[config.mk]
export PLATFORM = sky130hd
export DESIGN_NAME = inst_decoder
export DESIGN_NICKNAME = d
export VERILOG_FILES = /design/src/ooo_pkg.sv /design/src/inst_decoder.sv
export SDC_FILE = /design/constraint.sdc
export NUM_CORES = 1
export LEC_CHECK = 0
export BUFFER_PORTS_ARGS = -buffer_cell sky130_fd_sc_hd__buf_2
export CORE_MARGIN = 2
export CORE_UTILIZATION = 25
export DETAILED_ROUTE_END_ITERATION = 8
export MAX_ROUTING_LAYER = met4
export PLACE_DENSITY = 0.93
export RECOVER_POWER = 100
export SYNTH_ARGS = -nofsm -noshare
export SYNTH_HDL_FRONTEND = slang
export SYNTH_SLANG_ARGS = --single-unit
[constraint.sdc]
create_clock -name vclk -period 0.8
set_clock_uncertainty 0.05 [all_clocks]
set_input_delay 0.04 -clock vclk [all_inputs]
set_output_delay 0.04 -clock vclk [all_outputs]
set_load 0.1 [all_outputs]
[src/ooo_pkg.sv]
// rob and station depths must be powers of two; only RV32I OP and OP-IMM encodings are defined
package ooo_pkg;

  localparam int XLEN      = 32;
  localparam int REG_COUNT = 32;
  localparam int ROB_DEPTH = 8;
  localparam int ROB_TAG_W = $clog2(ROB_DEPTH);
  // one station slot per rob entry, so a non-full rob always finds a free slot
  localparam int RS_DEPTH  = ROB_DEPTH;
  localparam int RS_IDX_W  = $clog2(RS_DEPTH);

  typedef logic [$clog2(REG_COUNT)-1:0] reg_id_t;
  typedef logic [ROB_TAG_W-1:0]         rob_tag_t;

  typedef enum logic [6:0] {
    OPC_OP     = 7'b0110011,
    OPC_OP_IMM = 7'b0010011
  } opcode_e;

  // {funct7 alternate bit, funct3}
  typedef enum logic [3:0] {
    ALU_ADD  = 4'b0000,
    ALU_SUB  = 4'b1000,
    ALU_SLL  = 4'b0001,
    ALU_SLT  = 4'b0010,
    ALU_SLTU = 4'b0011,
    ALU_XOR  = 4'b0100,
    ALU_SRL  = 4'b0101,
    ALU_SRA  = 4'b1101,
    ALU_OR   = 4'b0110,
    ALU_AND  = 4'b0111
  } alu_op_e;

  typedef union packed {
    struct packed {
      logic [6:0] funct7;
      reg_id_t    rs2;
      reg_id_t    rs1;
      logic [2:0] funct3;
      reg_id_t    rd;
      logic [6:0] opcode;
    } r_fmt;
    struct packed {
      logic [11:0] imm12;
      reg_id_t     rs1;
      logic [2:0]  funct3;
      reg_id_t     rd;
      logic [6:0]  opcode;
    } i_fmt;
  } inst_t;

  typedef struct packed {
    alu_op_e         op;
    reg_id_t         rd;
    reg_id_t         rs1;
    reg_id_t         rs2;
    logic            use_imm;
    logic [XLEN-1:0] imm;
  } dispatch_t;

  typedef struct packed {
    logic            busy;
    rob_tag_t        tag;
    logic [XLEN-1:0] value;
  } reg_status_t;

  typedef struct packed {
    logic            waiting;
    rob_tag_t        tag;
    logic [XLEN-1:0] value;
  } operand_t;

  typedef struct packed {
    rob_tag_t        tag;
    alu_op_e         op;
    logic [XLEN-1:0] v1;
    logic [XLEN-1:0] v2;
  } issue_t;

  typedef struct packed {
    rob_tag_t        tag;
    logic [XLEN-1:0] value;
  } cdb_t;

  typedef struct packed {
    reg_id_t         rd;
    logic [XLEN-1:0] value;
  } commit_t;

endpackage
[src/inst_decoder.sv]
// purely combinational; any opcode other than OP and OP-IMM is dropped, funct7 is not checked
`timescale 1ns/1ps

module inst_decoder import ooo_pkg::*; (
  input  logic      inst_valid,
  input  inst_t     inst,
  output logic      dispatch_valid,
  output dispatch_t dispatch
);

  logic is_op;
  logic is_op_imm;
  logic alt;

  always_comb begin
    // opcode sits at the same bits in both views
    is_op     = (inst.r_fmt.opcode == OPC_OP);
    is_op_imm = (inst.i_fmt.opcode == OPC_OP_IMM);

    // immediate forms only carry the alternate bit on right shifts
    alt = 1'b0;
    if (is_op) begin
      alt = inst.r_fmt.funct7[5];
    end else if (inst.i_fmt.funct3 == 3'b101) begin
      alt = inst.i_fmt.imm12[10];
    end

    dispatch_valid   = inst_valid && (is_op || is_op_imm);
    dispatch.op      = alu_op_e'({alt, inst.r_fmt.funct3});
    dispatch.rd      = inst.r_fmt.rd;
    dispatch.rs1     = inst.r_fmt.rs1;
    // x0 as rs2 keeps immediate forms free of false dependencies
    dispatch.rs2     = is_op ? inst.r_fmt.rs2 : '0;
    dispatch.use_imm = !is_op;
    dispatch.imm     = {{(XLEN-12){inst.i_fmt.imm12[11]}}, inst.i_fmt.imm12};
  end

endmodule

### After elaboration in Yosys (flattened, before gate mapping)

Index checks and enable logic that the tools add are counted.

| word-level totals | value |
|---|---|
| register bits after elaboration | 0 |
| input bits | 33 |
| output and inout port bits | 53 |
| word-level logic and storage cells | 9 |

| operators by class | value |
|---|---|
| eq/ne operators | 3 |
| multiplexer cells | 3 |
| reductions and logical operators | 3 |

Operator list:

| kind | number |
|---|---|
| equality test 7 x 5 -> 1 bit (second input constant) | 1 |
| equality test 7 x 6 -> 1 bit (second input constant) | 1 |
| 2-to-1 mux 5 bit | 1 |
| equality test 3 bit (second input constant) | 1 |
| 2-to-1 mux 1 bit | 2 |
| logical AND 1 bit | 1 |
| zero test 1 bit | 1 |
| logical OR 1 bit | 1 |

### Depth between registers and ports, before layout

| depth | value |
|---|---|
| word-level depth | 3 |
| mapped depth | 3 |
| gate-level depth less buffers | 2 |

### Worst setup path before layout

OpenSTA, ideal clock, no wires.

| timing | value |
|---|---|
| path kind | input-to-output |
| start | input port inst[3] (netlist name) |
| end | output port dispatch_valid |
| data arrival time | 3.371 ns |
| data required time | 0.710 ns |
| slack | -2.661 ns |
| stages | 2 |
| path buffers | 1 |
| cells stage by stage | buf_1 nor4b_1 |

| between the ends | value |
|---|---|
| word-level cells in the longest chain between the ends | 3 |
| elaborated cells on any way between the ends | 4 |
| those cells by class | eq/ne (2); reduce/logical (2) |

RTL lines:

| element | RTL line | source |
|---|---|---|
| start, declared | inst_decoder.sv:6 | `input inst_t inst,` |
| equality test 7 x 6 -> 1 bit or equality test 7 x 5 -> 1 bit (tied branches) | inst_decoder.sv:17, inst_decoder.sv:18 |  |
| logical OR 1 bit (*) | inst_decoder.sv:28 | `dispatch_valid = inst_valid && (is_op \|\| is_op_imm);` |
| logical AND 1 bit (*) | inst_decoder.sv:28 |  |
| end, declared | inst_decoder.sv:7 | `output logic dispatch_valid,` |

Every way passes the cells marked *; elsewhere a longest branch is shown, timed or not.

==> key figures <==
Yosys
  • Synthesis warning total: 0
  • Part of the Yosys area used for sequential elements: 0
  • Area fraction of the dominant cell type after synthesis: 0.740
  • Mapped Nets: 97
  • Biggest area contributors in the synthesized netlist: sky130_fd_sc_hd__buf_4 74%, sky130_fd_sc_hd__nor4_1 6.7%, sky130_fd_sc_hd__nand4b_4 5.1%
  • Cell accounting for the most synthesized area: sky130_fd_sc_hd__buf_4
  • Top post-synthesis cells by count: 46 x sky130_fd_sc_hd__buf_4, 6 x sky130_fd_sc_hd__nand2_1, 5 x sky130_fd_sc_hd__nor4_1
  • Syn_area_per_cell: 7.29 sq um
  • Most used standard cell by instance count after synthesis: sky130_fd_sc_hd__buf_4
  • Syn Std Cell Area: 467 sq um
  • Number of standard cells after synthesis: 64
  • Unique masters post-synth: 10

Hold path
  • Hold Crit Class: in -> out

Floorplanning
  • Number of top-level pins: 86
  • Vertical extent of the die: 47.2 um
  • Overall die area: 0.00223 sq mm
  • Chip width: 47.2 um
  • Count of standard-cell rows: 15
  • Initial core utilization: 0.267
  • Placeable core region: 0.00175 sq mm

GRT
  • GR Util All Layers: 0.0944
  • Antenna violations before repair: 0
  • Wire length of the first global-routing pass: 1520 um
  • Largest net degree at the start of global routing: 22
  • Overflow after GRT: 0
  • Vias in the first global route: 346

Power
  • LEAKAGE: 0.000297 uW
  • Pwr dens: 629 mW/mm^2
  • Highest ir drop seen on vdd: 0.000185 V

Cells and area
  • Layout clock buffer count: 0
  • Sequential cell area: 0 sq um
  • Area of combinational cells with multiple inputs: 215 sq um
  • Layout area overhead: 38.6%
  • FF+latch count: 0
  • Fill cell count: 174
  • Filler-free cell count of the finished design: 86
  • Fraction of final layout cells with drive strength greater than 1: 0.885
  • Number of nets in the finished design: 96
  • Number of antenna repair diodes: 0

Flow run
  • Max-cap violations: 0

Timing
  • Remaining max-slew budget at the tightest pin: 0.677
  • Setup repair after global routing missed its margin: yes
  • Worst Hold Slack: 0.0300 ns
  • Final min period: 1.09 ns
  • Maximum operating frequency: 0.913 GHz
  • Measured slew at the worst slew-check pin: 0.488 ns
  • Final number of hold-violating endpoints: 0
  • Final setup violation count: 8
  • Max Transition Viols Final: 0
  • Final worst slack: -0.295 ns
  • Share of the clock period used by the worst path after layout: 1.37

Drt
  • Iteration count of the initial detailed-routing pass: 2
  • Number of antenna-violating nets in the routed design: 0
  • DR WL/cell: 13.3 um
  • Total via count in the routed design: 360
  • Number of design rule violations left after detail routing: 0
  • Detailed-route vias per instance: 4.19
  • Final WL: 1150 um
  • Starting DRT DRC Count: 2

Status
  • Failing checks: setup timing
  • Run status: finished, violations left

Clock tree
  • Postcts setup bufs: 0
  • Number of hold-repair buffers added at the cts stage: 0

Worst setup path
  • Cell-by-cell trace of the critical path: buf_6 -> nand4b_4 -> or4b_4 -> buf_12
  • Endpoint arrival time on the critical path: 1.00 ns
  • Required time of the critical path: 0.71 ns
  • Type of the worst setup path: in -> out
  • Highest fanout seen on the critical path: 3
  • CP startpoint kind: input port
  • CP peak stage delay: 0.51 ns
  • Crit path from: inst[6]
  • CP max stage cell: sky130_fd_sc_hd__or4b_4
  • Crit. End Element: output pin
  • End of the critical path: dispatch[32]

Place
  • Post-placement cell count: 86
  • Setup Slack @ Placement: -0.371 ns
  • Routability cong.: 0.594
  • Number of buffers inserted by port buffering: 34
[kinds of logic (layout without fill, tap and decap cells)]
kind of cell / after synthesis / after routing / synth area share
buf+inv: 48 / 45 / 0.756
compound gates: 1 / 1 / 0.0188
simple gates: 15 / 15 / 0.225
[worst max-delay path, delay by kind of cell]
family / cells / cell delay, ns
AND/OR/NAND/NOR: 2 / 0.69
buffers and inverters: 2 / 0.27
[routing by layer]
metal / routed length (um) / global-route usage / up-vias
li1: - / - / 160
met1: 429 / 0.0921 / 159
met2: 449 / 0.170 / 38
met3: 258 / 0.0346 / 3
met4: 8 / 0.0333 / 0
met5: 0 / - / -
[area by class of cell]
type               instances  share of cell area
well taps                 25              0.0484
multi-input cells         16               0.333
repair buffers            45               0.619
[worst min path at each step]
| stage | from | endpoint | slack, ns | depth (start not counted) |
|---|---|---|---|---|
| 3_5_place_dp | inst[9] | dispatch[45] | 0.03 | 0 |
| 2_1_floorplan | inst_valid | dispatch_valid | 0.24 | 1 |
| 4_1_cts | inst[9] | dispatch[45] | 0.03 | 0 |
| 3_3_place_gp | inst[9] | dispatch[45] | 0.03 | 0 |
| 6_report | inst[17] | dispatch[40] | 0.03 | 0 |
| 5_1_grt | inst[17] | dispatch[40] | 0.03 | 0 |
[power by group]
part	internal [uW]	total (uW)	leakage, uW	switching, uW
Sequential	0	0	0	0
Clock	0	0	0	0
Combinational	116	407	0.000297	291
[cells in the final DEF (no fill, tap or decap)]
cell type                  instances
sky130_fd_sc_hd__buf_6             2
sky130_fd_sc_hd__nand2_1           6
sky130_fd_sc_hd__buf_4            10
sky130_fd_sc_hd__nor4_4            5
sky130_fd_sc_hd__nand4b_4          1
sky130_fd_sc_hd__nand4b_1          1
sky130_fd_sc_hd__clkbuf_4          7
sky130_fd_sc_hd__buf_2            18
sky130_fd_sc_hd__or4b_4            1
sky130_fd_sc_hd__o41ai_2           1
sky130_fd_sc_hd__buf_12            8
sky130_fd_sc_hd__nor4b_4           1
[metrics by stage]
stage               TNS, ns  utilization  area, sq um  power [uW]
finish                -1.71        0.371          647         407
global route          -1.98        0.371          647         423
CTS                   -1.73        0.434          757         487
detailed placement    -2.45        0.417          728         479
global placement      -2.33        0.417          728         473
floorplan             -5.29            -          559        1150
[timing repair]
item / 4_1_cts / 5_1_grt
gates resized for setup: 7 / 1
endpoints found under the setup margin: 8 / 8
pin swaps: 6 / 0
Power figures use the tool's default switching activity.
