$ cat src/ooo_pkg.sv
// rob and station depths must be powers of two; only RV32I OP and OP-IMM encodings are defined
package ooo_pkg;

  localparam int XLEN      = 32;
  localparam int REG_COUNT = 32;
  localparam int ROB_DEPTH = 8;
  localparam int ROB_TAG_W = $clog2(ROB_DEPTH);
  // one station slot per rob entry, so a non-full rob always finds a free slot
  localparam int RS_DEPTH  = ROB_DEPTH;
  localparam int RS_IDX_W  = $clog2(RS_DEPTH);

  typedef logic [$clog2(REG_COUNT)-1:0] reg_id_t;
  typedef logic [ROB_TAG_W-1:0]         rob_tag_t;

  typedef enum logic [6:0] {
    OPC_OP     = 7'b0110011,
    OPC_OP_IMM = 7'b0010011
  } opcode_e;

  // {funct7 alternate bit, funct3}
  typedef enum logic [3:0] {
    ALU_ADD  = 4'b0000,
    ALU_SUB  = 4'b1000,
    ALU_SLL  = 4'b0001,
    ALU_SLT  = 4'b0010,
    ALU_SLTU = 4'b0011,
    ALU_XOR  = 4'b0100,
    ALU_SRL  = 4'b0101,
    ALU_SRA  = 4'b1101,
    ALU_OR   = 4'b0110,
    ALU_AND  = 4'b0111
  } alu_op_e;

  typedef union packed {
    struct packed {
      logic [6:0] funct7;
      reg_id_t    rs2;
      reg_id_t    rs1;
      logic [2:0] funct3;
      reg_id_t    rd;
      logic [6:0] opcode;
    } r_fmt;
    struct packed {
      logic [11:0] imm12;
      reg_id_t     rs1;
      logic [2:0]  funct3;
      reg_id_t     rd;
      logic [6:0]  opcode;
    } i_fmt;
  } inst_t;

  typedef struct packed {
    alu_op_e         op;
    reg_id_t         rd;
    reg_id_t         rs1;
    reg_id_t         rs2;
    logic            use_imm;
    logic [XLEN-1:0] imm;
  } dispatch_t;

  typedef struct packed {
    logic            busy;
    rob_tag_t        tag;
    logic [XLEN-1:0] value;
  } reg_status_t;

  typedef struct packed {
    logic            waiting;
    rob_tag_t        tag;
    logic [XLEN-1:0] value;
  } operand_t;

  typedef struct packed {
    rob_tag_t        tag;
    alu_op_e         op;
    logic [XLEN-1:0] v1;
    logic [XLEN-1:0] v2;
  } issue_t;

  typedef struct packed {
    rob_tag_t        tag;
    logic [XLEN-1:0] value;
  } cdb_t;

  typedef struct packed {
    reg_id_t         rd;
    logic [XLEN-1:0] value;
  } commit_t;

endpackage
$ cat src/register_file.sv
// x0 is never written nor marked busy; a same-cycle dispatch to a committing register keeps its tag
`timescale 1ns/1ps

module register_file import ooo_pkg::*; (
  input  logic        clk_in,
  input  logic        rst_n,
  input  logic        rdy_in,
  input  logic        dispatch_valid,
  input  dispatch_t   dispatch,
  input  rob_tag_t    alloc_tag,
  input  logic        commit_valid,
  input  commit_t     commit,
  input  rob_tag_t    commit_tag,
  output reg_status_t src1_status,
  output reg_status_t src2_status
);

  logic [XLEN-1:0]      regs [REG_COUNT];
  rob_tag_t             tags [REG_COUNT];
  logic [REG_COUNT-1:0] busy;

  assign src1_status = '{busy: busy[dispatch.rs1], tag: tags[dispatch.rs1],
                         value: regs[dispatch.rs1]};
  assign src2_status = '{busy: busy[dispatch.rs2], tag: tags[dispatch.rs2],
                         value: regs[dispatch.rs2]};

  always_ff @(posedge clk_in or negedge rst_n) begin
    if (!rst_n) begin
      busy <= '0;
      for (int i = 0; i < REG_COUNT; i++) begin
        regs[i] <= '0;
        tags[i] <= '0;
      end
    end else if (rdy_in) begin
      if (commit_valid && (commit.rd != '0)) begin
        regs[commit.rd] <= commit.value;
        // only the youngest writer releases the register
        if (tags[commit.rd] == commit_tag) begin
          busy[commit.rd] <= 1'b0;
        end
      end
      // later assignment, so dispatch wins over commit
      if (dispatch_valid && (dispatch.rd != '0)) begin
        busy[dispatch.rd] <= 1'b1;
        tags[dispatch.rd] <= alloc_tag;
      end
    end
  end

endmodule

$ cat config.mk
export PLATFORM = sky130hd
export DESIGN_NAME = register_file
export DESIGN_NICKNAME = d
export VERILOG_FILES = /design/src/ooo_pkg.sv /design/src/register_file.sv
export SDC_FILE = /design/constraint.sdc
export NUM_CORES = 2
export LEC_CHECK = 0
export BUFFER_PORTS_ARGS = -buffer_cell sky130_fd_sc_hd__buf_2
export CAP_MARGIN = 30
export CORE_MARGIN = 3
export CORE_UTILIZATION = 49
export DETAILED_ROUTE_END_ITERATION = 6
export PLACE_DENSITY_LB_ADDON = 0.15
export RECOVER_POWER = 50
export SYNTH_ARGS = -nofsm -noshare
export SYNTH_HDL_FRONTEND = slang
export SYNTH_SLANG_ARGS = --single-unit
$ cat constraint.sdc
create_clock -name clk_in -period 3.2 [get_ports clk_in]
set_clock_uncertainty 0.2 [all_clocks]
set_input_delay 0 -clock clk_in [delete_from_list [all_inputs] [get_ports clk_in]]
set_output_delay 0 -clock clk_in [all_outputs]
set_load 0.005 [all_outputs]
# Word-level counts from Yosys, hierarchy flattened

Cells that the tools add are included.

Shift operators: 0
Magnitude comparators: 12
Add/subtract/negate cells: 0
$mul: 0
Bitwise operators: 7
Eq/ne operators: 1
Mux-type cells: 33
Div/mod/pow operators: 0
Reduce and logical (&&, ||, !) cells: 10

Operators by type and width:

| operator                                                                     | count |
|---|---|
| 1024-bit bitwise mux                                                         | 1 |
| 32-bit binary-select mux with 5-bit select                                   | 2 |
| 32-bit two-way mux                                                           | 9 |
| 32-bit demux with 5-bit select                                               | 1 |
| 96-bit bitwise mux                                                           | 1 |
| 3-bit binary-select mux with 5-bit select                                    | 3 |
| 32-bit bitwise AND                                                           | 1 |
| 32-bit inverter                                                              | 1 |
| 32-bit OR                                                                    | 1 |
| 6-bit >= comparator, second input constant                                   | 4 |
| 5-bit by 6-bit less-than comparator with 1-bit output, second input constant | 4 |
| 5-bit inverter with 6-bit output                                             | 4 |
| 3-bit two-way mux                                                            | 7 |
| 3-bit demux with 5-bit select                                                | 1 |
| 6-bit by 1-bit less-than comparator with 1-bit output, second input constant | 2 |
| 1-bit binary-select mux with 5-bit select                                    | 2 |
| 1-bit demux with 5-bit select                                                | 2 |
| 5-bit by 1-bit >= comparator with 1-bit output, second input constant        | 2 |
| 5-bit nonzero test                                                           | 2 |
| 1-bit logical AND                                                            | 6 |
| 1-bit two-way mux                                                            | 4 |
| 2-bit AND reduction                                                          | 2 |
| 3-bit == test                                                                | 1 |

Memory bits (read-only): 0
Memories kept: 0
Output and inout port bits: 72
Logic and storage cells: 128
Register bits: 1,152
Bits in latches: 0
Memory bits (writable): 0
Input bits: 100

# Depth between registers and ports, before layout

Word-level depth: 11
Mapped depth: 11

# Least setup slack after synthesis

No wires, ideal clock.

Kind: register to register
Start point: register tags[37] in the netlist's numbering
End point: register busy[25]
Setup slack: 0.817 ns
Path buffers: 1
Arrival: 2.050 ns
Data required time: 2.867 ns
Cell stages (with the launch flop): 8
Cells stage by stage: dfrtp_1 > mux4_2 > a211oi_1 > o2111ai_2 > xor2_2 > nor3_4 > buf_6 > a31oi_1

Longest elaborated chain between the ends: 9

RTL lines:

| what                                                     | RTL line            | RTL |
|---|---|---|
| from (decl)                                              | register_file.sv:19 | `rob_tag_t tags [REG_COUNT];` |
| from (signal, indexed assignment)                        | register_file.sv:45 | `tags[dispatch.rd] <= alloc_tag;` |
| 3-bit binary-select mux with 5-bit select (*)            | register_file.sv:38 | `if (tags[commit.rd] == commit_tag) begin` |
| 3-bit two-way mux (implied by the code) (*) (2 in a row) | register_file.sv:38 |  |
| 3-bit == test (*)                                        | register_file.sv:38 |  |
| 32-bit two-way mux (*)                                   | register_file.sv:38 |  |
| 32-bit two-way mux (*)                                   | register_file.sv:35 | `if (commit_valid && (commit.rd != '0)) begin` |
| 32-bit two-way mux (*)                                   | register_file.sv:34 | `end else if (rdy_in) begin` |
| 32-bit OR (no source line)                               | n/a                 |  |
| 32-bit two-way mux (*)                                   | register_file.sv:43 | `if (dispatch_valid && (dispatch.rd != '0)) begin` |
| to (signal assigned)                                     | register_file.sv:29 | `busy <= '0;` |
| to (signal, indexed assignment)                          | register_file.sv:39 | `busy[commit.rd] <= 1'b0;` |
| to (signal, indexed assignment)                          | register_file.sv:44 | `busy[dispatch.rd] <= 1'b1;` |
| to (decl)                                                | register_file.sv:20 | `logic [REG_COUNT-1:0] busy;` |

Every way passes the cells marked *; elsewhere a longest branch is shown, timed or not. The select of a mux whose other input is x is not followed.
A chain may end at the register's enable or synchronous reset.

# Worst setup path after layout

Start point: register tags[70] in the netlist's numbering
End point: register busy[17]

The elaborated chain is that of the path after synthesis.

==> results.toml <==
[layout]
area_growth_pct = 13.9
postLayoutCellArea_um2 = 70300
layout-drive-gt1-share_pct = 62.1
final_nets = 3911
fillCellCount = 9556
stdcell_count = 5546

[worst_setup_path]
path_cells = "mux4_2 > nor3b_1 > a31oi_1 > o2111ai_2 > xor2_4 > o41ai_2 > nand2_1 > dlygate4sd3_1"
r2r_start = "tags[70]$_DFFE_PN0P_"
cp-endpoint = "busy[17]$_DFFE_PN0P_"
r2r_cells = 8
start_kind = "flip-flop"
path_max_fanout = 7
critPathArrivalTime_ns = 3.62
path_class = "flip-flop to flip-flop"
critical_path.startpoint = "tags[70]$_DFFE_PN0P_"
max_stage_delay_ns = 0.59
critPathSlowestCell = "dlygate4sd3_1"
r2r_slack_ns = 0.03
required_ns = 3.65
worstSetupEndpointType = "flip-flop"
r2r-end = "busy[17]$_DFFE_PN0P_"

[yosys]
synth_simple_gate_area_share_pct = 1.40
yosysWarnings = 0
synth-seq-cells = 1152
synthMuxAreaShare_pct = 48.2
synth_edf_count = 0
syn_area_per_cell_um2 = 16.5
synthXorXnorAreaFrac_pct = 0.0791
synth_fa_ha_area_share_pct = 0
netlist_instances = 3729
ys_async_sr_fraction_pct = 100
synth_fp_nets = 3829
yosysSeqAreaShare_pct = 46.7
synth_ff_type = "dfrtp_1"
syn_area_um2 = 61700
synth_top_family_by_area = "multiplexers"
synth_compound_area_share_pct = 0.568
synth_cell_type_count = 45

[floorplan]
die_h_um = 361
num_io_pins = 172
die_w_um = 361
rows = 129
core_um2 = 124000
initial_core_util_pct = 49.7
dieArea_um2 = 130000

[sta]
min_period_ns = 3.17
fin_crit_sh_pct = 99.0
slew_headroom_pct = -18.6
fin_hold_ws_ns = 0.0549
slew_viol_final = 8
worstMarginPinSlew_ns = 1.78
setup_viol = 0
hold_violations = 0
rsz0062_at_grt = "yes"
fmax_mhz = 316
setup_tns_ns = 0

[clock_network]
cts-root-buf = "clkbuf_16"
cts_tree = "yes"
cts_buffer_depth = 3
cts.htree.levels = 4
worstSkewPairLatency_ns = 0.78
cts_num_sinks = 1152
cts_buffers = 131
cts.clk_slew.worst_paths_ns = 0.06

[grt]
grt_first_pass_wirelength_um = 278000
grt_pass1_vias = 40700
gr-usage-all-layers_pct = 29.0
grt_max_degree = 135
grt_overflow = 0
gr-usage-met2_pct = 46.2
busiest_layer = "met2"
antenna_found_initial = 7
use_met1_pct = 39.8
use_met3_pct = 5.77

[placement]
place_area_um2 = 65300
dp_cells = 5246
dpl.hpwl_um = 111000
gp_congestion = 0.858
numPortBuffers = 134

[detailed_routing]
routed_wl_um = 186000
drt-pass1-iter-count = 7
drc = 0
num_vias = 37700
vias_per_cell = 6.80
postRouteAntennaNets = 0
drtIter0Drc = 3459
wl_per_cell_um = 33.6

[run_status]
status = "finished with violations"
violations = "max-capacitance violations, max-slew violations"

[power]
power.leakage_nw = 30.9
fin_total_pwr_w = 0.0405
peakVddDrop_mv = 0.545
cellPowerDensity_nw_per_um2 = 577

[worst_hold_path]
min_path_type = "input pin to flip-flop"

[job]
maxCapViolations = 1
cells by family after synthesis:
group,after synthesis
XOR/XNOR,3
buffers and inverters,441
AND/OR/NAND/NOR,165
multiplexers,1916
flip-flops,1152
AO/OA/AOI/OAI,52
worst max-delay path, delay by kind of cell (launching register included):
| family | cells | cell delay, ns |
|---|---|---|
| AO/OA/AOI/OAI | 3 | 0.83 |
| buffers and inverters | 1 | 0.59 |
| multiplexers | 1 | 0.49 |
| flip-flops | 1 | 0.43 |
| AND/OR/NAND/NOR | 2 | 0.26 |
| XOR/XNOR | 1 | 0.26 |
state kept, by name, indices dropped and copies added (netlist names):
register  count
regs       1024
tags         96
busy         32
routing by layer:
layer  wire (um)  vias to the layer above
met4        7070                        8
met2       90100                     1557
met5          41                        -
li1            -                    14800
met3       12900                      425
met1       76100                    20900
cell usage in the layout (no fill, tap or decap), types with 4 or more instances in the layout:
| cell type | n |
|---|---|
| nand2_4 | 5 |
| a31oi_1 | 18 |
| nor3_4 | 9 |
| buf_8 | 4 |
| nor3_2 | 4 |
| inv_6 | 6 |
| nand2b_1 | 7 |
| nand2_1 | 25 |
| o41ai_1 | 4 |
| nor2_1 | 56 |
| o22ai_1 | 9 |
| a21oi_1 | 12 |
| dfrtp_1 | 1151 |
| mux2_2 | 1156 |
| buf_4 | 79 |
| clkbuf_1 | 45 |
| nor2b_1 | 6 |
| clkinv_2 | 14 |
| clkbuf_8 | 26 |
| nor2_4 | 7 |
| clkinv_8 | 5 |
| mux4_2 | 731 |
| buf_2 | 120 |
| nor3_1 | 5 |
| clkbuf_16 | 135 |
| bufinv_16 | 12 |
| dlygate4sd3_1 | 65 |
| clkbuf_2 | 8 |
| buf_6 | 6 |
| nand3_1 | 7 |
| inv_1 | 12 |
| mux2i_1 | 28 |
| buf_12 | 74 |
final cells by class:
| cell class | instances | area (um^2) | area share [%] |
|---|---|---|---|
| sequential | 1152 | 28800 | 41.0 |
| clock buffer | 189 | 3820 | 5.44 |
| timing repair buffer | 378 | 3660 | 5.20 |
| tap | 1637 | 2050 | 2.92 |
| multi-input combinational | 2136 | 31300 | 44.5 |
| inverter | 12 | 45.0 | 0.0641 |
| antenna | 2 | 5.00 | 0.00712 |
| clock inverter | 40 | 588 | 0.837 |
cell usage after synthesis (all sizes together), types with 3 or more instances:
cell type  number  area share [%]
inv            12           0.073
nor4            3           0.030
or4b            3           0.055
a21oi          12           0.097
a31oi          18            0.18
nand2b          8           0.081
or4             3           0.036
nand2          31            0.19
mux4          731              27
dfrtp        1152              47
or2             5           0.051
mux2i          28            0.45
nor2           63            0.38
nand3           8           0.065
nor3           18            0.23
mux2         1157              21
xor2            3           0.079
o22ai           9           0.091
clkbuf        252             1.5
or4bb           3           0.055
buf           177             1.4
nand4           3           0.030
nor2b           6           0.061
o41ai           7           0.099
report_power, final:
group          internal, W  switching (W)
logic              0.00432        0.00283
registers           0.0165        0.00146
clock network      0.00927        0.00618
total               0.0301         0.0105
timing repair:
item | CTS | global route
endpoints found under the hold margin | 2268 | 0
setup buffers | 0 | 2
endpoints found under the setup margin | 0 | 7
hold buffers | 66 | 0
gates resized for setup | 0 | 7
metrics by stage:
stage               utilization (%)  setup WS (ns)
finish                         56.5         0.0310
global route                   56.5        -0.0798
CTS                            56.6         0.0862
detailed placement             52.5          0.397
global placement               52.5          0.431
floorplan                         -          0.817
how the worst min path moves through the flow:
stage,from,to,slack [ns],depth (start not counted)
3_3_place_gp,rst_n,regs[862]$_DFFE_PN0P_,-0.20,1
4_1_cts,commit[34],busy[7]$_DFFE_PN0P_,0.007,5
5_1_grt,commit[34],busy[7]$_DFFE_PN0P_,0.09,5
3_5_place_dp,rst_n,regs[862]$_DFFE_PN0P_,-0.19,1
6_report,commit[36],busy[7]$_DFFE_PN0P_,0.05,5
2_1_floorplan,rst_n,busy[0]$_DFFE_PN0P_,-0.50,0
(Power assumes the default switching activity.)
