### src/ooo_pkg.sv
// rob and station depths must be powers of two; only RV32I OP and OP-IMM encodings are defined
package ooo_pkg;

  localparam int XLEN      = 32;
  localparam int REG_COUNT = 32;
  localparam int ROB_DEPTH = 8;
  localparam int ROB_TAG_W = $clog2(ROB_DEPTH);
  // one station slot per rob entry, so a non-full rob always finds a free slot
  localparam int RS_DEPTH  = ROB_DEPTH;
  localparam int RS_IDX_W  = $clog2(RS_DEPTH);

  typedef logic [$clog2(REG_COUNT)-1:0] reg_id_t;
  typedef logic [ROB_TAG_W-1:0]         rob_tag_t;

  typedef enum logic [6:0] {
    OPC_OP     = 7'b0110011,
    OPC_OP_IMM = 7'b0010011
  } opcode_e;

  // {funct7 alternate bit, funct3}
  typedef enum logic [3:0] {
    ALU_ADD  = 4'b0000,
    ALU_SUB  = 4'b1000,
    ALU_SLL  = 4'b0001,
    ALU_SLT  = 4'b0010,
    ALU_SLTU = 4'b0011,
    ALU_XOR  = 4'b0100,
    ALU_SRL  = 4'b0101,
    ALU_SRA  = 4'b1101,
    ALU_OR   = 4'b0110,
    ALU_AND  = 4'b0111
  } alu_op_e;

  typedef union packed {
    struct packed {
      logic [6:0] funct7;
      reg_id_t    rs2;
      reg_id_t    rs1;
      logic [2:0] funct3;
      reg_id_t    rd;
      logic [6:0] opcode;
    } r_fmt;
    struct packed {
      logic [11:0] imm12;
      reg_id_t     rs1;
      logic [2:0]  funct3;
      reg_id_t     rd;
      logic [6:0]  opcode;
    } i_fmt;
  } inst_t;

  typedef struct packed {
    alu_op_e         op;
    reg_id_t         rd;
    reg_id_t         rs1;
    reg_id_t         rs2;
    logic            use_imm;
    logic [XLEN-1:0] imm;
  } dispatch_t;

  typedef struct packed {
    logic            busy;
    rob_tag_t        tag;
    logic [XLEN-1:0] value;
  } reg_status_t;

  typedef struct packed {
    logic            waiting;
    rob_tag_t        tag;
    logic [XLEN-1:0] value;
  } operand_t;

  typedef struct packed {
    rob_tag_t        tag;
    alu_op_e         op;
    logic [XLEN-1:0] v1;
    logic [XLEN-1:0] v2;
  } issue_t;

  typedef struct packed {
    rob_tag_t        tag;
    logic [XLEN-1:0] value;
  } cdb_t;

  typedef struct packed {
    reg_id_t         rd;
    logic [XLEN-1:0] value;
  } commit_t;

endpackage
### src/reservation_station.sv
// relies on the rob full flag for space; one issue per cycle, stored entries before the new one
`timescale 1ns/1ps

module reservation_station import ooo_pkg::*; (
  input  logic            clk_in,
  input  logic            rst_n,
  input  logic            rdy_in,
  input  logic            dispatch_valid,
  input  dispatch_t       dispatch,
  input  rob_tag_t        alloc_tag,
  input  reg_status_t     src1_status,
  input  reg_status_t     src2_status,
  input  logic            lookup1_ready,
  input  logic [XLEN-1:0] lookup1_value,
  input  logic            lookup2_ready,
  input  logic [XLEN-1:0] lookup2_value,
  input  logic            cdb_valid,
  input  cdb_t            cdb,
  output logic            issue_valid,
  output issue_t          issue
);

  logic [RS_DEPTH-1:0] ent_valid;
  rob_tag_t            ent_tag  [RS_DEPTH];
  alu_op_e             ent_op   [RS_DEPTH];
  operand_t            ent_src1 [RS_DEPTH];
  operand_t            ent_src2 [RS_DEPTH];
  operand_t            cur_src1 [RS_DEPTH];
  operand_t            cur_src2 [RS_DEPTH];
  logic [RS_DEPTH-1:0] ent_rdy;
  operand_t            new_src1;
  operand_t            new_src2;
  logic                new_rdy;
  logic                sel_found;
  logic [RS_IDX_W-1:0] sel_idx;
  logic [RS_IDX_W-1:0] free_idx;
  logic                store_new;
  issue_t              issue_next;
  logic                issue_valid_q;

  // a waiting operand takes the value when its tag is on the bus
  function automatic operand_t snoop(operand_t src, logic bus_valid, cdb_t bus);
    operand_t res;
    res = src;
    if (src.waiting && bus_valid && (bus.tag == src.tag)) begin
      res.waiting = 1'b0;
      res.value   = bus.value;
    end
    return res;
  endfunction

  // register file first, then the rob entry, then the bus
  function automatic operand_t resolve(reg_status_t st, logic rob_rdy,
                                       logic [XLEN-1:0] rob_val, logic bus_valid, cdb_t bus);
    operand_t res;
    res = '{waiting: st.busy, tag: st.tag, value: st.value};
    if (st.busy && rob_rdy) begin
      res.waiting = 1'b0;
      res.value   = rob_val;
    end
    return snoop(res, bus_valid, bus);
  endfunction

  always_comb begin
    new_src1 = resolve(src1_status, lookup1_ready, lookup1_value, cdb_valid, cdb);
    new_src2 = resolve(src2_status, lookup2_ready, lookup2_value, cdb_valid, cdb);
    if (dispatch.use_imm) begin
      new_src2 = '{waiting: 1'b0, tag: '0, value: dispatch.imm};
    end
    new_rdy = dispatch_valid && !new_src1.waiting && !new_src2.waiting;

    for (int i = 0; i < RS_DEPTH; i++) begin
      cur_src1[i] = snoop(ent_src1[i], cdb_valid, cdb);
      cur_src2[i] = snoop(ent_src2[i], cdb_valid, cdb);
      ent_rdy[i]  = ent_valid[i] && !cur_src1[i].waiting && !cur_src2[i].waiting;
    end

    // scan downwards so the lowest index is the one kept
    sel_found = 1'b0;
    sel_idx   = '0;
    free_idx  = '0;
    for (int i = RS_DEPTH - 1; i >= 0; i--) begin
      if (ent_rdy[i]) begin
        sel_found = 1'b1;
        sel_idx   = RS_IDX_W'(i);
      end
      if (!ent_valid[i]) begin
        free_idx = RS_IDX_W'(i);
      end
    end

    // the new instruction bypasses the slots when nothing stored is ready
    store_new = dispatch_valid && !(new_rdy && !sel_found);
    if (sel_found) begin
      issue_next = '{tag: ent_tag[sel_idx], op: ent_op[sel_idx],
                     v1: cur_src1[sel_idx].value, v2: cur_src2[sel_idx].value};
    end else begin
      issue_next = '{tag: alloc_tag, op: dispatch.op, v1: new_src1.value, v2: new_src2.value};
    end
  end

  assign issue_valid = issue_valid_q & rdy_in;

  always_ff @(posedge clk_in or negedge rst_n) begin
    if (!rst_n) begin
      ent_valid     <= '0;
      issue_valid_q <= 1'b0;
    end else if (rdy_in) begin
      issue_valid_q <= sel_found || new_rdy;
      if (sel_found) begin
        ent_valid[sel_idx] <= 1'b0;
      end
      if (store_new) begin
        ent_valid[free_idx] <= 1'b1;
      end
    end
  end

  always_ff @(posedge clk_in) begin
    if (rdy_in) begin
      issue <= issue_next;
      for (int i = 0; i < RS_DEPTH; i++) begin
        ent_src1[i] <= cur_src1[i];
        ent_src2[i] <= cur_src2[i];
      end
      if (store_new) begin
        ent_tag[free_idx]  <= alloc_tag;
        ent_op[free_idx]   <= dispatch.op;
        ent_src1[free_idx] <= new_src1;
        ent_src2[free_idx] <= new_src2;
      end
    end
  end

endmodule

### config.mk
export PLATFORM = sky130hd
export DESIGN_NAME = reservation_station
export DESIGN_NICKNAME = d
export VERILOG_FILES = /design/src/ooo_pkg.sv /design/src/reservation_station.sv
export SDC_FILE = /design/constraint.sdc
export NUM_CORES = 2
export LEC_CHECK = 0
export CAP_MARGIN = 20
export CORE_AREA = 2 2 279 253
export DETAILED_ROUTE_END_ITERATION = 8
export DIE_AREA = 0 0 281 255
export DONT_BUFFER_PORTS = 1
export PLACE_DENSITY_LB_ADDON = 0.15
export SYNTH_ARGS = -nofsm -noshare
export SYNTH_HDL_FRONTEND = slang
export SYNTH_SLANG_ARGS = --single-unit
### constraint.sdc
create_clock -name clk_in -period 2.9 [get_ports clk_in]
set_input_delay 0.87 -clock clk_in [delete_from_list [all_inputs] [get_ports clk_in]]
set_output_delay 0.87 -clock clk_in [all_outputs]
set_load 0.03 [all_outputs]
After elaboration in Yosys (flattened, before gate mapping). Memory sizes are Yosys's and may differ from the RTL's. Index checks and enable logic that the tools add are counted.

Register bits after elaboration: 80. Memory bits (writable): 632. Output and inout bits: 72. Logic and storage cells: 203. Memories: 4.

Memories: ent_src1 (depth 8, bits a word 36, rd ports 8, clocked after memory_dff 0, wr ports 9, RTL line reservation_station.sv:26) `operand_t ent_src1 [RS_DEPTH];`; ent_src2 (depth 8, bits a word 36, rd ports 8, clocked after memory_dff 0, wr ports 9, RTL line reservation_station.sv:27) `operand_t ent_src2 [RS_DEPTH];`; ent_op (depth 8, bits a word 4, rd ports 1, clocked after memory_dff 0, wr ports 1, RTL line reservation_station.sv:25) `alu_op_e ent_op [RS_DEPTH];`; ent_tag (depth 8, bits a word 3, rd ports 1, clocked after memory_dff 0, wr ports 1, RTL line reservation_station.sv:24) `rob_tag_t ent_tag [RS_DEPTH];`.

Magnitude comparators: 5. Equal/unequal tests: 18. Muxes and demuxes: 84. Bitwise gates (word level): 5. Reduce and logical (&&, ||, !) cells: 81.

Operators with widths (count): two-way mux 32 bit (24); binary-select mux 36 bit (select 3 bit) (2); two-way mux 71 bit (1); logical AND 1 bit (60); == test 3 bit (18); two-way mux 3 bit (16); two-way mux 36 bit (1); two-way mux 1 bit (35); two-way mux 8 bit (3); zero test 1 bit (20); AND 8 bit (1); less-than comparator 3 x 4 -> 1 bit, second input constant (2); inverter 8 bit (1); OR 8 bit (1); demux 1 bit (select 3 bit) (2); >= comparator 3 x 1 -> 1 bit, second input constant (2); >= comparator 4 bit, second input constant (1); inverter 3 -> 4 bit (1); AND 1 bit (1); logical OR 1 bit (1).

Longest topological paths before layout.
Word-level depth: 24. Gate-level depth with buffers: 12.

Worst setup path before layout. No wires, ideal clock.

Kind: input port to flip-flop. Start: in cdb[33] in the netlist's numbering. End: mem ent_op[1][0] in the netlist's numbering, enable pin. Arrival: 3.149 ns. Required time: 2.551 ns. Setup slack: -0.598 ns. Cell stages on the path: 10. Cell sequence: buf_4 -> xor2_1 -> o41a_1 -> o32a_1 -> nand4_1 -> buf_6 -> o2111ai_2 -> buf_4 -> buf_2 -> inv_1.

Cells in the longest elaborated chain, start to end: 21. Elaborated cells on any way between the ends: 106. Classes of those cells: eq/ne (18); mux (30); reduce/logical (58).

Ends and longest elaborated chain: from (decl) (RTL line reservation_station.sv:18) `input cdb_t cdb,`; == test 3 bit (RTL line reservation_station.sv:45) `if (src.waiting && bus_valid && (bus.tag == src.tag)) begin`; logical AND 1 bit (RTL line reservation_station.sv:45); two-way mux 1 bit (RTL line reservation_station.sv:45); zero test 1 bit (RTL line reservation_station.sv:75) `ent_rdy[i] = ent_valid[i] && !cur_src1[i].waiting && !cur_src2[i].waiting;`; logical AND 1 bit (2 in a row) (RTL line reservation_station.sv:75); two-way mux 1 bit (8 in a row) (RTL line reservation_station.sv:83) `if (ent_rdy[i]) begin`; zero test 1 bit (RTL line reservation_station.sv:93) `store_new = dispatch_valid && !(new_rdy && !sel_found);`; logical AND 1 bit * (RTL line reservation_station.sv:93); zero test 1 bit * (RTL line reservation_station.sv:93); logical AND 1 bit * (RTL line reservation_station.sv:93); two-way mux 1 bit * (RTL line reservation_station.sv:126) `if (store_new) begin`; two-way mux 1 bit * (RTL line reservation_station.sv:120) `if (rdy_in) begin`; two-way mux 1 bit (implied by the code) * (RTL line reservation_station.sv:128) `ent_op[free_idx] <= dispatch.op;`; to (decl) (RTL line reservation_station.sv:25).

Every way passes the cells marked *; elsewhere a longest branch is shown, timed or not.

Final worst setup path.
Start: in rdy_in. End: out issue_valid.

Cells in the longest elaborated chain, start to end: 1.

Ends and longest elaborated chain: from (decl) (RTL line reservation_station.sv:7) `input logic rdy_in,`; AND 1 bit (RTL line reservation_station.sv:102) `assign issue_valid = issue_valid_q & rdy_in;`; to (decl) (RTL line reservation_station.sv:19) `output logic issue_valid,`.

Every way passes these cells.

==> impl_metrics.yaml <==
timing:
  layout_setup_ws_ns: -1.69
  period_needed_ns: 4.59
  setup_viol: 898
  worstMarginPinSlew_ns: 3.73
  min_period_over_period_pct: 158
  skew_ns: 0.0198
  maxSlewViolCount: 419
  fmax_ghz: 0.218
  whs_ns: 0.334
  max-slew-margin-rel_pct: -149
  finalHoldViolCount: 0
  rsz0062_at_grt: "true"
job:
  drv_cap: 0
clock_network:
  numCtsBuffers: 77
  cts_max_path_buffers: 3
  cts_sinks: 712
  clk_latency_ns: 0.64
  root_buffer: "clkbuf_16"
  htreeDepth: 3
  cts_tree: "yes"
  path_clk_slew_ns: 0.06
floorplanning:
  fp.dieH_um: 255
  core-area_um2: 69200
  std_cell_rows: 92
  die_area_um2: 71700
  die_w_um: 281
  initial_core_util_pct: 57.1
  ios: 305
yosys:
  synth.net_count: 4041
  yosysSeqAreaShare_pct: 54.0
  netlist_area_um2: 39500
  synth_area_leaders: "edfxtp_1 (53%), mux2i_1 (14%), nor2_1 (7.4%)"
  async_flop_share_pct: 1.26
  synth-main-ff-cell: "edfxtp_1"
  yosys_warnings: 0
  yosysUniqueCellTypes: 68
  syn_avg_cell_area_um2: 10.4
  syn_inst: 3808
  yosysTopAreaCell: "edfxtp_1"
  ys_seq_elements: 712
  synth_top_cell_area_share_pct: 53.4
  synth_edf_count: 703
placed_design:
  dp_hpwl_um: 78700
  place_inst: 4794
  port-buffer-count: 0
  place_area_um2: 44000
  gp_congestion: 0.885
finish:
  layout_common_cells: "edfxtp_1 (703), nor2_1 (623), mux2i_1 (555)"
  stdcell_count: 5056
  fin_area_um2: 50100
  layout_commonest_cell: "edfxtp_1"
  finalNetCount: 4288
  area_growth_pct: 26.9
  antennaDiodeCount: 0
  nFillCells: 4635
  drive_gt1_share_pct: 23.5
pwr:
  leakage_nw: 21.2
  vdd_drop_max_mv: 0.535
  p_per_area_nw_per_um2: 762
setup_path:
  rrSetupSlack_ns: -0.16
  critical_path_class: "input pin to output port"
  r2r_end: "issue[9]"
  worstSetupStartpoint: "rdy_in"
  crit_buf_inv: 0
  reg2regPathDepth: 11
  start_kind: "input pin"
  path_cells: "and2_1"
  critPathMaxFanout: 605
  critPathSlowestCell: "and2_1"
  critPathTopFamily: "simple AND/OR/NAND/NOR gates"
  r2r-start: "ent_src1[3][34]"
  max_stage_delay_ns: 1.15
  critPathArrivalTime_ns: 3.72
  worstSetupEndpointType: "output port"
  cp.required_ns: 2.03
min_path:
  min_path_cells: 0
  hp-class: "input pin to flip-flop"
  min_to: "ent_tag[4][1]"
  holdCritStartpoint: "alloc_tag[1]"
drt:
  via_per_inst: 6.72
  routed_wl_um: 139000
  wl_per_cell_um: 27.6
  postRouteAntennaNets: 0
  vias: 34000
  first_iter_violations: 4900
  drtPass1Iterations: 6
  drc: 0
global_routing:
  grt_pass1_wl_um: 183000
  grtUsageTotal_pct: 33.7
  grt_pass1_vias: 30900
  antenna_found_initial: 2
  grt_max_degree: 606
  grt_overflow: 0
outcome:
  violations: "slew limit, setup timing"
  status: "finished, violations left"
[synth_stat cells, drive strengths merged, types with 2 or more instances]
cell and n:
a21oi 580, mux2i 555, inv 16, dfrtp 9, nand2b 22, a222oi 7
clkbuf 183, o31ai 28, o221ai 4, o2111ai 35, or4 2, nand2 162
nor3 41, nand4 10, nor4 54, buf 186, and3 3, and2 5
a31oi 2, o41a 3, a211oi 34, a32oi 2, xor2 48, nor2b 5
and4 2, o21ai 103, nand3b 2, o41ai 14, edfxtp 703, a22oi 8
a41oi 9, a32o 2, xnor2 6, a41o 7, o22ai 128, nor2 779
nand3 37
[cells by family after synthesis]
family	Yosys count	share of synthesized area [%]
AND/OR/NAND/NOR	1128	11.8
AO/OA/AOI/OAI	974	14.6
flip-flops	712	54.0
multiplexers	555	14.1
buffers and inverters	385	4.32
XOR/XNOR	54	1.20
[power by group]
group / internal, W / total, W / switching [W]
Clock: 0.00586 / 0.0101 / 0.00426
Combinational: 0.00562 / 0.0128 / 0.00722
Sequential: 0.0136 / 0.0152 / 0.00169
[stage by stage]
| stage | total power, W | setup WS, ns | TNS, ns | utilization, % |
|---|---|---|---|---|
| floorplan | 0.0215 | -0.498 | -383.71 | - |
| finish | 0.0382 | -1.69 | -1036.12 | 72.5 |
| detailed placement | 0.0257 | -0.645 | -348.86 | 63.6 |
| global route | 0.0392 | -0.219 | -47.72 | 72.5 |
| global placement | 0.0254 | -0.575 | -336.81 | 63.6 |
| CTS | 0.0360 | -0.0724 | -0.101 | 67.6 |
[registers in the layout (all words and copies together) (netlist names)]
name / count
issue_valid_q: 1
issue: 71
ent_op: 32
ent_src1: 288
ent_valid: 8
ent_src2: 288
ent_tag: 24
[worst max-delay path by stage]
stage / end / slack [ns] / cells after the start
floorplan: ent_src1[0][0] / -0.50 / 2
CTS: issue[16] / -0.07 / 9
global placement: ent_src2[3][1] / -0.58 / 10
detailed placement: issue[50] / -0.64 / 9
finish: issue_valid / -1.69 / 1
global route: issue[9] / -0.22 / 11
[per-layer routing]
layer  vias up  share of wire [%]  wire, um  global-route usage, %
li1      14600                  -         -                      -
met1     16400                 37     51800                   45.6
met2      2468                 46     63900                   54.4
met3       484                 12     16900                   6.02
met4         0                5.0      7000                   12.8
met5         -                  0         0                      0
[layout make-up]
cell class,instances,area (um2),area share (%)
flip-flops and latches,712,21300,42.6
multi-input cells,2711,18000,35.9
repair buffers,537,7010,14.0
clock buffers,102,2120,4.23
well taps,940,1180,2.35
clock inverters,38,393,0.784
inverters,16,92.6,0.185
[timing repair]
| action | 4_1_cts | 5_1_grt |
|---|---|---|
| endpoints found under the hold margin | 9 | 0 |
| endpoints found under the setup margin | 636 | 659 |
| buffers inserted | 9 | 51 |
| cloned | 0 | 62 |
| pin swaps | 6 | 71 |
| hold buffers | 1 | 0 |
| resized for setup | 37 | 350 |
Power figures use the tool's default switching activity.
